$ cat src/cpu_pkg.sv
package cpu_pkg;

    ////////////////////////////////////////////////////////////////////////////
    // Machine cycle and bus types
    ////////////////////////////////////////////////////////////////////////////

    typedef enum logic [1:0] {
        CT_ADDR = 2'd0,  // Address set up, rd raised
        CT_WAIT = 2'd1,
        CT_DATA = 2'd2,  // Read data captured, wr raised
        CT_IDLE = 2'd3   // Results written back
    } ct_phase_t;

    typedef enum logic [1:0] {
        BUS_NONE  = 2'd0,
        BUS_FETCH = 2'd1,
        BUS_READ  = 2'd2,
        BUS_WRITE = 2'd3
    } bus_op_t;

    typedef enum logic {
        ADDR_PC  = 1'b0,
        ADDR_IMM = 1'b1
    } addr_sel_t;

    typedef enum logic [2:0] {
        ALU_PASS = 3'd0,  // Result is operand B
        ALU_ADD  = 3'd1,
        ALU_SUB  = 3'd2,
        ALU_AND  = 3'd3,
        ALU_OR   = 3'd4,
        ALU_XOR  = 3'd5
    } alu_op_t;

    typedef struct packed {
        logic z;
        logic n;
        logic h;
        logic c;
    } flags_t;

    // Control word for one machine cycle
    typedef struct packed {
        bus_op_t   bus_op;
        addr_sel_t addr_sel;
        alu_op_t   alu_op;
        logic      acc_we;
        logic      flags_we;
        logic      imm_lo_we;
        logic      imm_hi_we;
        logic      pc_inc;
        logic      pc_load;   // Wins over pc_inc
        logic      last;      // Final cycle of the instruction
    } cycle_ctrl_t;

    typedef struct packed {
        logic [7:0] data;
        logic       fetch;
        logic       read;
    } bus_sample_t;

    typedef struct packed {
        logic [15:0] pc;
        logic [15:0] imm;
        logic [7:0]  acc;
        flags_t      flags;
    } exec_state_t;

    ////////////////////////////////////////////////////////////////////////////
    // Opcodes
    ////////////////////////////////////////////////////////////////////////////

    localparam logic [7:0] OP_NOP      = 8'h00;
    localparam logic [7:0] OP_LD_A_D8  = 8'h3E;
    localparam logic [7:0] OP_ADD_D8   = 8'hC6;
    localparam logic [7:0] OP_SUB_D8   = 8'hD6;
    localparam logic [7:0] OP_AND_D8   = 8'hE6;
    localparam logic [7:0] OP_OR_D8    = 8'hF6;
    localparam logic [7:0] OP_XOR_D8   = 8'hEE;
    localparam logic [7:0] OP_LD_A16_A = 8'hEA;
    localparam logic [7:0] OP_JP       = 8'hC3;
    localparam logic [7:0] OP_JP_Z     = 8'hCA;
    localparam logic [7:0] OP_JP_C     = 8'hDA;
    localparam logic [7:0] OP_HALT     = 8'h76;

endpackage

$ cat src/alu.sv
`timescale 1ns/100ps

module alu
    import cpu_pkg::*;
(
    input  alu_op_t    op,
    input  logic [7:0] a,
    input  logic [7:0] b,
    output logic [7:0] result,
    output flags_t     flags
);

    logic [4:0] half;  // Nibble sum with the carry or borrow in bit 4
    logic [8:0] full;

    always_comb begin
        half   = '0;
        full   = '0;
        result = b;
        flags  = '0;
        case (op)
            ALU_ADD: begin
                half    = {1'b0, a[3:0]} + {1'b0, b[3:0]};
                full    = {1'b0, a} + {1'b0, b};
                result  = full[7:0];
                flags.h = half[4];
                flags.c = full[8];
            end
            ALU_SUB: begin
                half    = {1'b0, a[3:0]} - {1'b0, b[3:0]};
                full    = {1'b0, a} - {1'b0, b};
                result  = full[7:0];
                flags.n = 1'b1;
                flags.h = half[4];  // Borrow from bit 4
                flags.c = full[8];
            end
            ALU_AND: begin
                result  = a & b;
                flags.h = 1'b1;
            end
            ALU_OR:  result = a | b;
            ALU_XOR: result = a ^ b;
            default: result = b;  // Pass of operand B
        endcase
        flags.z = (result == 8'h00);
    end

endmodule

$ cat src/bus_sequencer.sv
`timescale 1ns/100ps

module bus_sequencer
    import cpu_pkg::*;
(
    input  logic        clk,
    input  logic        rst,
    input  cycle_ctrl_t ctrl,
    input  exec_state_t state,
    input  logic [7:0]  din,
    output ct_phase_t   ct,
    output logic [15:0] a,
    output logic [7:0]  dout,
    output logic        rd,
    output logic        wr,
    output logic        phi,
    output bus_sample_t sample
);

    logic [15:0] addr_next;
    logic        is_rd_op;
    logic [7:0]  sample_data;
    logic        sample_fetch;
    logic        sample_read;

    assign addr_next = (ctrl.addr_sel == ADDR_IMM) ? state.imm : state.pc;
    assign is_rd_op  = (ctrl.bus_op == BUS_FETCH) || (ctrl.bus_op == BUS_READ);

    ////////////////////////////////////////////////////////////////////////////
    // Phase counter and bus strobes
    ////////////////////////////////////////////////////////////////////////////

    always_ff @(posedge clk) begin
        if (rst) begin
            ct           <= CT_ADDR;
            a            <= 16'h0000;
            dout         <= 8'h00;
            rd           <= 1'b0;
            wr           <= 1'b0;
            phi          <= 1'b1;
            sample_fetch <= 1'b0;
            sample_read  <= 1'b0;
        end else begin
            ct           <= ct_phase_t'(ct + 2'd1);  // Free running
            sample_fetch <= 1'b0;
            sample_read  <= 1'b0;
            case (ct)
                CT_ADDR: begin
                    a   <= addr_next;
                    rd  <= is_rd_op;
                    wr  <= 1'b0;
                    phi <= 1'b1;
                end
                CT_DATA: begin
                    if (ctrl.bus_op == BUS_WRITE) begin
                        wr   <= 1'b1;
                        dout <= state.acc;
                    end
                    sample_fetch <= (ctrl.bus_op == BUS_FETCH);
                    sample_read  <= (ctrl.bus_op == BUS_READ);
                    rd           <= 1'b0;
                    phi          <= 1'b0;
                end
                CT_IDLE: begin
                    wr   <= 1'b0;  // One clock write pulse
                    dout <= 8'h00;
                end
                default: ;
            endcase
        end
    end

    // Read data is valid while a strobe is high
    always_ff @(posedge clk) begin
        if (ct == CT_DATA && is_rd_op) begin
            sample_data <= din;
        end
    end

    assign sample = '{data: sample_data, fetch: sample_fetch, read: sample_read};

endmodule

$ cat src/cpu_top.sv
`timescale 1ns/100ps

module cpu_top
    import cpu_pkg::*;
#(
    parameter logic [15:0] RESET_VECTOR = 16'h0000
) (
    input  logic        clk,
    input  logic        rst,
    output logic        phi,
    output ct_phase_t   ct,
    output logic [15:0] a,
    output logic [7:0]  dout,
    input  logic [7:0]  din,
    output logic        rd,
    output logic        wr,
    output logic        done
);

    cycle_ctrl_t ctrl;    // Decoder to sequencer and execution unit
    bus_sample_t sample;  // Captured read data
    exec_state_t state;   // Register file view

    instr_decoder u_decoder (
        .clk    (clk),
        .rst    (rst),
        .ct     (ct),
        .sample (sample),
        .state  (state),
        .ctrl   (ctrl),
        .done   (done)
    );

    bus_sequencer u_sequencer (
        .clk    (clk),
        .rst    (rst),
        .ctrl   (ctrl),
        .state  (state),
        .din    (din),
        .ct     (ct),
        .a      (a),
        .dout   (dout),
        .rd     (rd),
        .wr     (wr),
        .phi    (phi),
        .sample (sample)
    );

    exec_unit #(
        .RESET_VECTOR (RESET_VECTOR)
    ) u_exec (
        .clk    (clk),
        .rst    (rst),
        .ct     (ct),
        .ctrl   (ctrl),
        .sample (sample),
        .state  (state)
    );

endmodule

$ cat src/exec_unit.sv
`timescale 1ns/100ps

module exec_unit
    import cpu_pkg::*;
#(
    parameter logic [15:0] RESET_VECTOR = 16'h0000
) (
    input  logic        clk,
    input  logic        rst,
    input  ct_phase_t   ct,
    input  cycle_ctrl_t ctrl,
    input  bus_sample_t sample,
    output exec_state_t state
);

    logic [15:0] pc;
    logic [15:0] imm;
    logic [15:0] imm_next;
    logic [7:0]  acc;
    logic [7:0]  alu_result;
    flags_t      flags;
    flags_t      alu_flags;
    logic        apply;

    // Write back happens only in the idle phase
    assign apply = (ct == CT_IDLE);

    alu u_alu (
        .op     (ctrl.alu_op),
        .a      (acc),
        .b      (sample.data),
        .result (alu_result),
        .flags  (alu_flags)
    );

    ////////////////////////////////////////////////////////////////////////////
    // Immediate register
    ////////////////////////////////////////////////////////////////////////////

    // Next value lets JP load the high byte on the same edge it arrives
    always_comb begin
        imm_next = imm;
        if (ctrl.imm_lo_we && sample.read) begin
            imm_next[7:0] = sample.data;
        end
        if (ctrl.imm_hi_we && sample.read) begin
            imm_next[15:8] = sample.data;
        end
    end

    always_ff @(posedge clk) begin
        if (apply) begin
            imm <= imm_next;
        end
    end

    ////////////////////////////////////////////////////////////////////////////
    // Architectural registers
    ////////////////////////////////////////////////////////////////////////////

    always_ff @(posedge clk) begin
        if (rst) begin
            pc    <= RESET_VECTOR;
            acc   <= 8'h00;
            flags <= '0;
        end else if (apply) begin
            if (ctrl.acc_we && sample.read) begin  // Operand byte from the read
                acc <= alu_result;
            end
            if (ctrl.flags_we && sample.read) begin
                flags <= alu_flags;
            end
            if (ctrl.pc_load) begin
                pc <= imm_next;        // Jump target
            end else if (ctrl.pc_inc) begin
                pc <= pc + 16'd1;
            end
        end
    end

    assign state = '{pc: pc, imm: imm, acc: acc, flags: flags};

endmodule

$ cat src/instr_decoder.sv
`timescale 1ns/100ps

module instr_decoder
    import cpu_pkg::*;
(
    input  logic        clk,
    input  logic        rst,
    input  ct_phase_t   ct,
    input  bus_sample_t sample,
    input  exec_state_t state,
    output cycle_ctrl_t ctrl,
    output logic        done
);

    logic [7:0] opcode;
    logic [7:0] op_now;     // Opcode seen by this cycle's control word
    logic [1:0] mcyc;
    logic       halted;
    logic       is_alu;
    logic       is_ld_imm;
    logic       is_jump;
    logic       is_store;
    logic       jump_taken;
    alu_op_t    imm_op;

    // Fetched byte is only in sample during the fetch's idle phase
    assign op_now = sample.fetch ? sample.data : opcode;

    ////////////////////////////////////////////////////////////////////////////
    // Opcode classes
    ////////////////////////////////////////////////////////////////////////////

    always_comb begin
        imm_op = ALU_PASS;
        is_alu = 1'b1;
        case (op_now)
            OP_ADD_D8: imm_op = ALU_ADD;
            OP_SUB_D8: imm_op = ALU_SUB;
            OP_AND_D8: imm_op = ALU_AND;
            OP_OR_D8:  imm_op = ALU_OR;
            OP_XOR_D8: imm_op = ALU_XOR;
            default:   is_alu = 1'b0;
        endcase
    end

    assign is_ld_imm  = (op_now == OP_LD_A_D8);
    assign is_store   = (op_now == OP_LD_A16_A);
    assign is_jump    = (op_now == OP_JP) || (op_now == OP_JP_Z) || (op_now == OP_JP_C);
    assign jump_taken = (op_now == OP_JP)
                     || ((op_now == OP_JP_Z) && state.flags.z)
                     || ((op_now == OP_JP_C) && state.flags.c);

    // Control word for the current machine cycle
    always_comb begin
        ctrl = '0;
        if (halted) begin
            ctrl.last = 1'b1;  // Hold cycle counter at zero
        end else begin
            case (mcyc)
                2'd0: begin
                    ctrl.bus_op = BUS_FETCH;
                    ctrl.pc_inc = 1'b1;
                    ctrl.last   = !(is_alu || is_ld_imm || is_jump || is_store);
                end
                2'd1: begin
                    ctrl.bus_op = BUS_READ;
                    ctrl.pc_inc = 1'b1;
                    if (is_alu || is_ld_imm) begin
                        ctrl.alu_op   = imm_op;
                        ctrl.acc_we   = 1'b1;
                        ctrl.flags_we = is_alu;  // LD leaves flags alone
                        ctrl.last     = 1'b1;
                    end else begin
                        ctrl.imm_lo_we = 1'b1;
                    end
                end
                2'd2: begin
                    ctrl.bus_op    = BUS_READ;
                    ctrl.pc_inc    = 1'b1;
                    ctrl.imm_hi_we = 1'b1;
                    ctrl.pc_load   = is_jump && jump_taken;
                    ctrl.last      = is_jump;
                end
                default: begin
                    ctrl.bus_op   = BUS_WRITE;  // Store of A
                    ctrl.addr_sel = ADDR_IMM;
                    ctrl.last     = 1'b1;
                end
            endcase
        end
    end

    ////////////////////////////////////////////////////////////////////////////
    // Sequencing state
    ////////////////////////////////////////////////////////////////////////////

    always_ff @(posedge clk) begin
        if (rst) begin
            mcyc   <= 2'd0;
            halted <= 1'b0;
            done   <= 1'b0;
        end else begin
            done <= halted;
            if (ct == CT_IDLE) begin
                mcyc <= ctrl.last ? 2'd0 : mcyc + 2'd1;
                if (!halted && mcyc == 2'd0 && op_now == OP_HALT) begin
                    halted <= 1'b1;
                end
            end
        end
    end

    always_ff @(posedge clk) begin
        if (sample.fetch) begin
            opcode <= sample.data;
        end
    end

endmodule

$ cat config.mk
export PLATFORM = sky130hd
export DESIGN_NAME = cpu_top
export DESIGN_NICKNAME = d
export VERILOG_FILES = /design/src/cpu_pkg.sv /design/src/alu.sv /design/src/bus_sequencer.sv /design/src/cpu_top.sv /design/src/exec_unit.sv /design/src/instr_decoder.sv
export SDC_FILE = /design/constraint.sdc
export NUM_CORES = 1
export LEC_CHECK = 0
export CAP_MARGIN = 20
export CORE_ASPECT_RATIO = 0.75
export CORE_MARGIN = 2
export CORE_UTILIZATION = 30
export DETAILED_ROUTE_END_ITERATION = 8
export DONT_BUFFER_PORTS = 1
export HOLD_SLACK_MARGIN = 0.08
export PLACE_DENSITY_LB_ADDON = 0.12
export SETUP_SLACK_MARGIN = 0.05
export SLEW_MARGIN = 20
export SYNTH_ARGS = -nofsm -noshare
export SYNTH_HDL_FRONTEND = slang
export SYNTH_SLANG_ARGS = --single-unit
$ cat constraint.sdc
create_clock -name clk -period 2.85 [get_ports clk]
set_input_delay 0.57 -clock clk [delete_from_list [all_inputs] [get_ports clk]]
set_output_delay 0.57 -clock clk [all_outputs]
set_load 0.02 [all_outputs]
; ---- Yosys cells after proc, flatten, opt, wreduce, memory -nomap -nowiden
; Cells that the tools add are included.
[word_totals]
reg_bits = 93
word_cells = 118
out_inout_bits = 30
[op_classes]
reduce_logical = 38
n_addsub = 5
bitwise = 4
mux = 29
n_eq_ne = 24
[op_table]
columns = cell, n
row1 = $eq A8 B8 Y1 const B, 9
row2 = $mux W16, 3
row3 = $pmux W8 S5, 1
row4 = $mux W8, 4
row5 = $add A16 B1 Y16 const B, 1
row6 = $pmux W8 S2, 1
row7 = $pmux W3 S5, 1
row8 = $mux W12, 1
row9 = $reduce_and A2 Y1, 6
row10 = $eq A2 B2 Y1 const B, 5
row11 = $logic_and A1 B1 Y1, 10
row12 = $add A8 B8 Y9, 1
row13 = $mux W1, 9
row14 = $sub A8 B8 Y9, 1
row15 = $and A8 B8 Y8, 1
row16 = $eq A8 B6 Y1 const B, 1
row17 = $eq A8 B7 Y1 const B, 1
row18 = $logic_not A8 Y1, 1
row19 = $logic_or A1 B1 Y1, 8
row20 = $or A8 B8 Y8, 1
row21 = $pmux W1 S2, 4
row22 = $reduce_bool A2 Y1, 4
row23 = $xor A8 B8 Y8, 1
row24 = $eq A3 B2 Y1 const B, 2
row25 = 16 further kinds, 23

; ---- Longest topological paths before layout
[logic_depth]
depth_word = 11
ltp_mapped = 11
depth_no_buf = 11

; ---- Modules after synthesis
; From an unflattened synthesis, not the netlist that was laid out.
[hier_totals]
hier_cells = 652
hier_area_um2 = 5995.8
[by_module_without_submodules]
columns = module, area_per_inst_um2, cells_each, n_inst
row1 = exec_unit, 2167.1, 218, 1
row2 = bus_sequencer, 1580.3, 141, 1
row3 = alu, 1413.9, 203, 1
row4 = instr_decoder, 834.6, 90, 1

; ---- Least setup slack after synthesis
; OpenSTA, ideal clock, no wires.
[synth_path]
kind = register to register
from = register u_sequencer.sample_data[3]
to = register u_exec.flags (netlist bit u_exec.state[3])
period_less_slack_ps = 2630
path_slack_ps = 220
path_stages_with_launch = 12
required_time_ps = 2766
setup_time_ps = 84
t_arrival_ps = 2546
cell_sequence = edfxtp_1 clkbuf_1 inv_1 ha_1 clkbuf_1 and3_1 a221oi_1 a21oi_1 and3b_1 o32a_1 a2bb2oi_1 o31ai_2
[synth_via]
elab_chain_cells = 11
elab_cells_between_ends = 28
[synth_rtl]
columns = element, line_no
row1 = "start, declared", bus_sequencer.sv:22  ; logic [7:0] sample_data;
row2 = "start signal, assigned", bus_sequencer.sv:76  ; sample_data <= din;
row3 = $mux W8, -
row4 = $eq A8 B8 Y1, instr_decoder.sv:36  ; case (op_now)
row5 = $reduce_or A5 Y1 (no source line), -
row6 = $mux W1, instr_decoder.sv:36
row7 = $logic_or A1 B1 Y1, instr_decoder.sv:68  ; if (is_alu || is_ld_imm) begin
row8 = $mux W5, instr_decoder.sv:68
row9 = $mux W6, instr_decoder.sv:59  ; case (mcyc)
row10 = $mux W12, instr_decoder.sv:56  ; if (halted) begin
row11 = $eq A3 B3 Y1 (tied with other cells), alu.sv:21  ; case (op)
row12 = $pmux W8 S5, alu.sv:21
row13 = $logic_not A8 Y1, alu.sv:45  ; flags.z = (result == 8'h00);
row14 = "end signal, assigned", exec_unit.sv:71  ; flags <= alu_flags;
row15 = "end, declared", exec_unit.sv:21  ; flags_t flags;
; Parallel ways exist; a longest one is shown, timed or not.
; A chain may end at the register's enable or synchronous reset.

; ---- Worst setup path after layout
[layout_path]
from = register u_sequencer.sample_fetch
to = register u_exec.flags (netlist bit u_exec.state[3])
[layout_via]
elab_chain_cells = 11
elab_cells_between_ends = 23
[layout_rtl]
columns = element, line_no
row1 = "start, declared", bus_sequencer.sv:23  ; logic sample_fetch;
row2 = "start signal, assigned", bus_sequencer.sv:59  ; sample_fetch <= (ctrl.bus_op == BUS_FETCH);
row3 = $mux W8 (*), -
row4 = $eq A8 B8 Y1, instr_decoder.sv:36
row5 = $reduce_or A5 Y1 (no source line), -
row6 = $mux W1, instr_decoder.sv:36
row7 = $logic_or A1 B1 Y1, instr_decoder.sv:68
row8 = $mux W5 (*), instr_decoder.sv:68
row9 = $mux W6 (*), instr_decoder.sv:59
row10 = $mux W12 (*), instr_decoder.sv:56
row11 = $eq A3 B3 Y1 (tied with other cells), alu.sv:21
row12 = $pmux W8 S5, alu.sv:21
row13 = $logic_not A8 Y1, alu.sv:45
; Mark *: on every way between the ends. The rest lies on a longest branch, timed or not.

==> out/qor.txt <==
Power per Cell Area: 506.8 nW/um2
hold path start: rst
H-tree levels: 3
synthesized area: 5761 um2
DRT iter0 DRCs: 435
I/O Buffers: 0
largest net degree at the start of global routing: 56
CORE AREA: 18,670 um2
initial antenna violation count: 0
Hold Crit Endpoint: u_sequencer.ct[0]
Final GP Congestion: 0.8933
worst clock skew: 0.004476 ns
most frequent cells in the layout: dfxtp_1 (69), nor2_1 (68), a21oi_1 (51)
Layout Nets: 717
Synth area leader: dfxtp_1
worst vdd ir: 0.0003318 V
Die Y: 124.0 um
Gate power share: 20.7%
vias in the first global route: 4,704
startpoint types: flip-flop
post-DR wirelength/cell: 19.32 um
Async SR Flop Fraction: 0%
Clk Latency, worst-skew pair: 0.35 ns
Placement Cell Area: 6237 um2
Hold Slack: 0.2821 ns
Layout area overhead: 15.46%
max-slew violations: 0
Tightest Pin Transition: 0.7215 ns
first-pass GRT wire length: 27.79 mm
P_int: 2.295 mW
register clock-pin slew on the reported worst setup and hold paths: 0.07 ns
Post-synth EDFFs: 24
Die Wd: 164.0 um
CTS tree: yes
worst-case reg-to-reg path depth: 9
synth top area cells: dfxtp_1 (24%), edfxtp_1 (13%), ha_1 (7.6%), a21oi_1 (4.6%), nor2_1 (4.4%)
reg2reg setup slack: 0.13 ns
CTS buffer count: 9
Final Core Density: 35.63%
period utilisation layout: 95.49%
routed vias/inst: 5.315
Max Cap Viol: 0
Crit path required time: 3.08 ns
unrepaired setup endpoints after global routing: no
final instance area: 6651 um2
TritonCTS sink count: 93
share of the synthesized area in the top cell type: 23.98%
final number of setup-violating endpoints: 0
HP Class: in -> reg
Worst Hold Depth: 1
post-synth cell types: 83
critical path, cell by cell: buf_12 > nor3_1 > o21ai_2 > or2_1 > buf_4 > o2111a_1 > o311a_1 > nand4_1 > o31ai_2
final WL: 17.81 mm
Hold Vio Cnt, Final: 0
grt ovf: 0
Post-DP HPWL: 13.25 mm
fin crit period: 2.721 ns
status: completed
Clock Tree Root: clkbuf_16
syn avg cell area: 8.931 um2
switching pwr: 1.076 mW
via count: 4,900
CP max stage delay: 0.62 ns
I/O pin total: 40
Yosys reg bits: 93
Slowest-stage cell, CP: nor3_1
switching share of power: 31.93%
Seq/Total Area, Yosys: 36.49%
commonest non-fill, non-tap cell in the layout: dfxtp_1
RR Endpoint: u_exec.state[3]
DRC viols: 0
sequential fraction of design power: 46.0%
area of the die: 20,340 um2
Clock Power Share: 33.3%
Crit path buffers/inverters: 2
ys flop type: dfxtp_1
reg-to-reg startpoint: u_sequencer.sample_fetch
layout cells sized above 1: 17.33%
Ys Warns: 0
initial core utilization: 30.86%
FMAX: 367.5 MHz
Crit Path Class: reg -> reg
ant diodes: 0
setup_tns: 0 ns
antenna viol nets, final: 0
CP Max Fanout: 24
family with the most delay on the worst path: simple AND/OR/NAND/NOR gates
Power, Total: 3.371 mW
Critical Path AT: 2.95 ns
global-route usage over all layers: 18.23%
Leakage: 2.463 nW
first-pass iteration count of the detailed router: 5
Crit. End Element: flip-flop
Synth Instances: 645
Synthesized Nets: 692
Core Rows: 43
clk buf depth: 2
relative slew slack: 51.53%
Crit. Startpoint: u_sequencer.sample_fetch
layer usage:
| metal | GRT usage [%] | share of wire, % | up-vias |
|---|---|---|---|
| li1 | - | - | 2401 |
| met1 | 26.08 | 51 | 2371 |
| met2 | 28.10 | 43 | 113 |
| met3 | 3.430 | 4.7 | 15 |
| met4 | 4.879 | 1.4 | 0 |
| met5 | 0 | 0 | - |
worst register-to-register path: cells and delay by family, from the launching register on:
| kind | cells | cell delay [ns] |
|---|---|---|
| AOI/OAI and AO/OA | 4 | 0.88 |
| and+or+nand+nor | 3 | 1.07 |
| DFF | 1 | 0.32 |
| buffers and inverters | 2 | 0.33 |
per-stage QoR:
step                cells  setup WS (ns)
CTS                   916        0.06336
global route          922        0.05161
global placement      900         0.1502
floorplan             645         0.2196
detailed placement    900         0.1037
finish                922         0.1287
logic make-up after synthesis:
| group | share of synthesized area (%) |
|---|---|
| xor gates and xnor gates | 0.9122 |
| and+or+nand+nor | 18.81 |
| AOI/OAI and AO/OA | 23.41 |
| DFF | 36.49 |
| buffers and inverters | 5.930 |
| adders and majority gates | 8.297 |
| muxes | 6.147 |
power by group through the flow:
| stage | Clock, mW | Sequential (mW) | Combinational, mW |
|---|---|---|---|
| 2_1_floorplan | 0 | 1.56 | 0.454 |
| 3_3_place_gp | 0 | 1.57 | 0.665 |
| 3_5_place_dp | 0 | 1.58 | 0.666 |
| 4_1_cts | 1.16 | 1.55 | 0.669 |
| 5_1_grt | 1.20 | 1.56 | 0.766 |
| 6_report | 1.12 | 1.55 | 0.698 |
cell type report:
cell class | count | area [um2]
well taps | 247 | 309.0
multi-input cells | 476 | 3411
flip-flops and latches | 93 | 2102
fillers | 1922 | 12020
repair buffers | 49 | 409.1
clock inverters | 3 | 21.27
inverters | 41 | 158.9
clock buffers | 13 | 240.2
what timing repair did:
| action | in CTS | in global routing |
|---|---|---|
| endpoints found under the setup margin | 0 | 4 |
| setup buffers | 0 | 6 |
| resized for setup | 0 | 22 |
| hold buffers | 0 | 0 |
registers in the layout, summed over array words and instances, names as in the netlist:
register	count
u_sequencer.rd	1
u_exec.state	2
u_decoder.mcyc	2
u_decoder.done	1
u_sequencer.dout	8
u_exec.imm	16
u_exec.pc	16
u_sequencer.phi	1
u_exec.acc	8
u_decoder.halted	1
u_sequencer.wr	1
u_sequencer.sample_fetch	1
u_decoder.opcode	8
u_sequencer.sample_data	8
u_sequencer.ct	2
u_sequencer.a	16
u_sequencer.sample_read	1
synthesized netlist by cell type, drive strengths merged (5+ instances only):
library cell,count
or3,6
edfxtp,24
buf,14
or2,5
a211oi,25
o21ai,42
nor3,14
nor4,7
o32ai,8
a22oi,6
nor3b,5
a21oi,53
dfxtp,69
ha,35
and2,6
o211ai,7
nand2b,10
nor2b,18
nand2,34
mux2i,21
nor2,69
xnor2,5
clkbuf,21
mux2,11
nand3,11
and3,13
inv,41
worst max path at each step:
stage	endpoint	cells past startpoint
after global placement	u_exec.state[3]	9
final	u_exec.state[3]	9
after floorplan	u_exec.state[3]	11
after CTS	u_exec.state[3]	10
after detailed placement	u_exec.state[3]	10
after global routing	u_exec.state[3]	10
No activity file was read; power rests on OpenSTA's default activity.
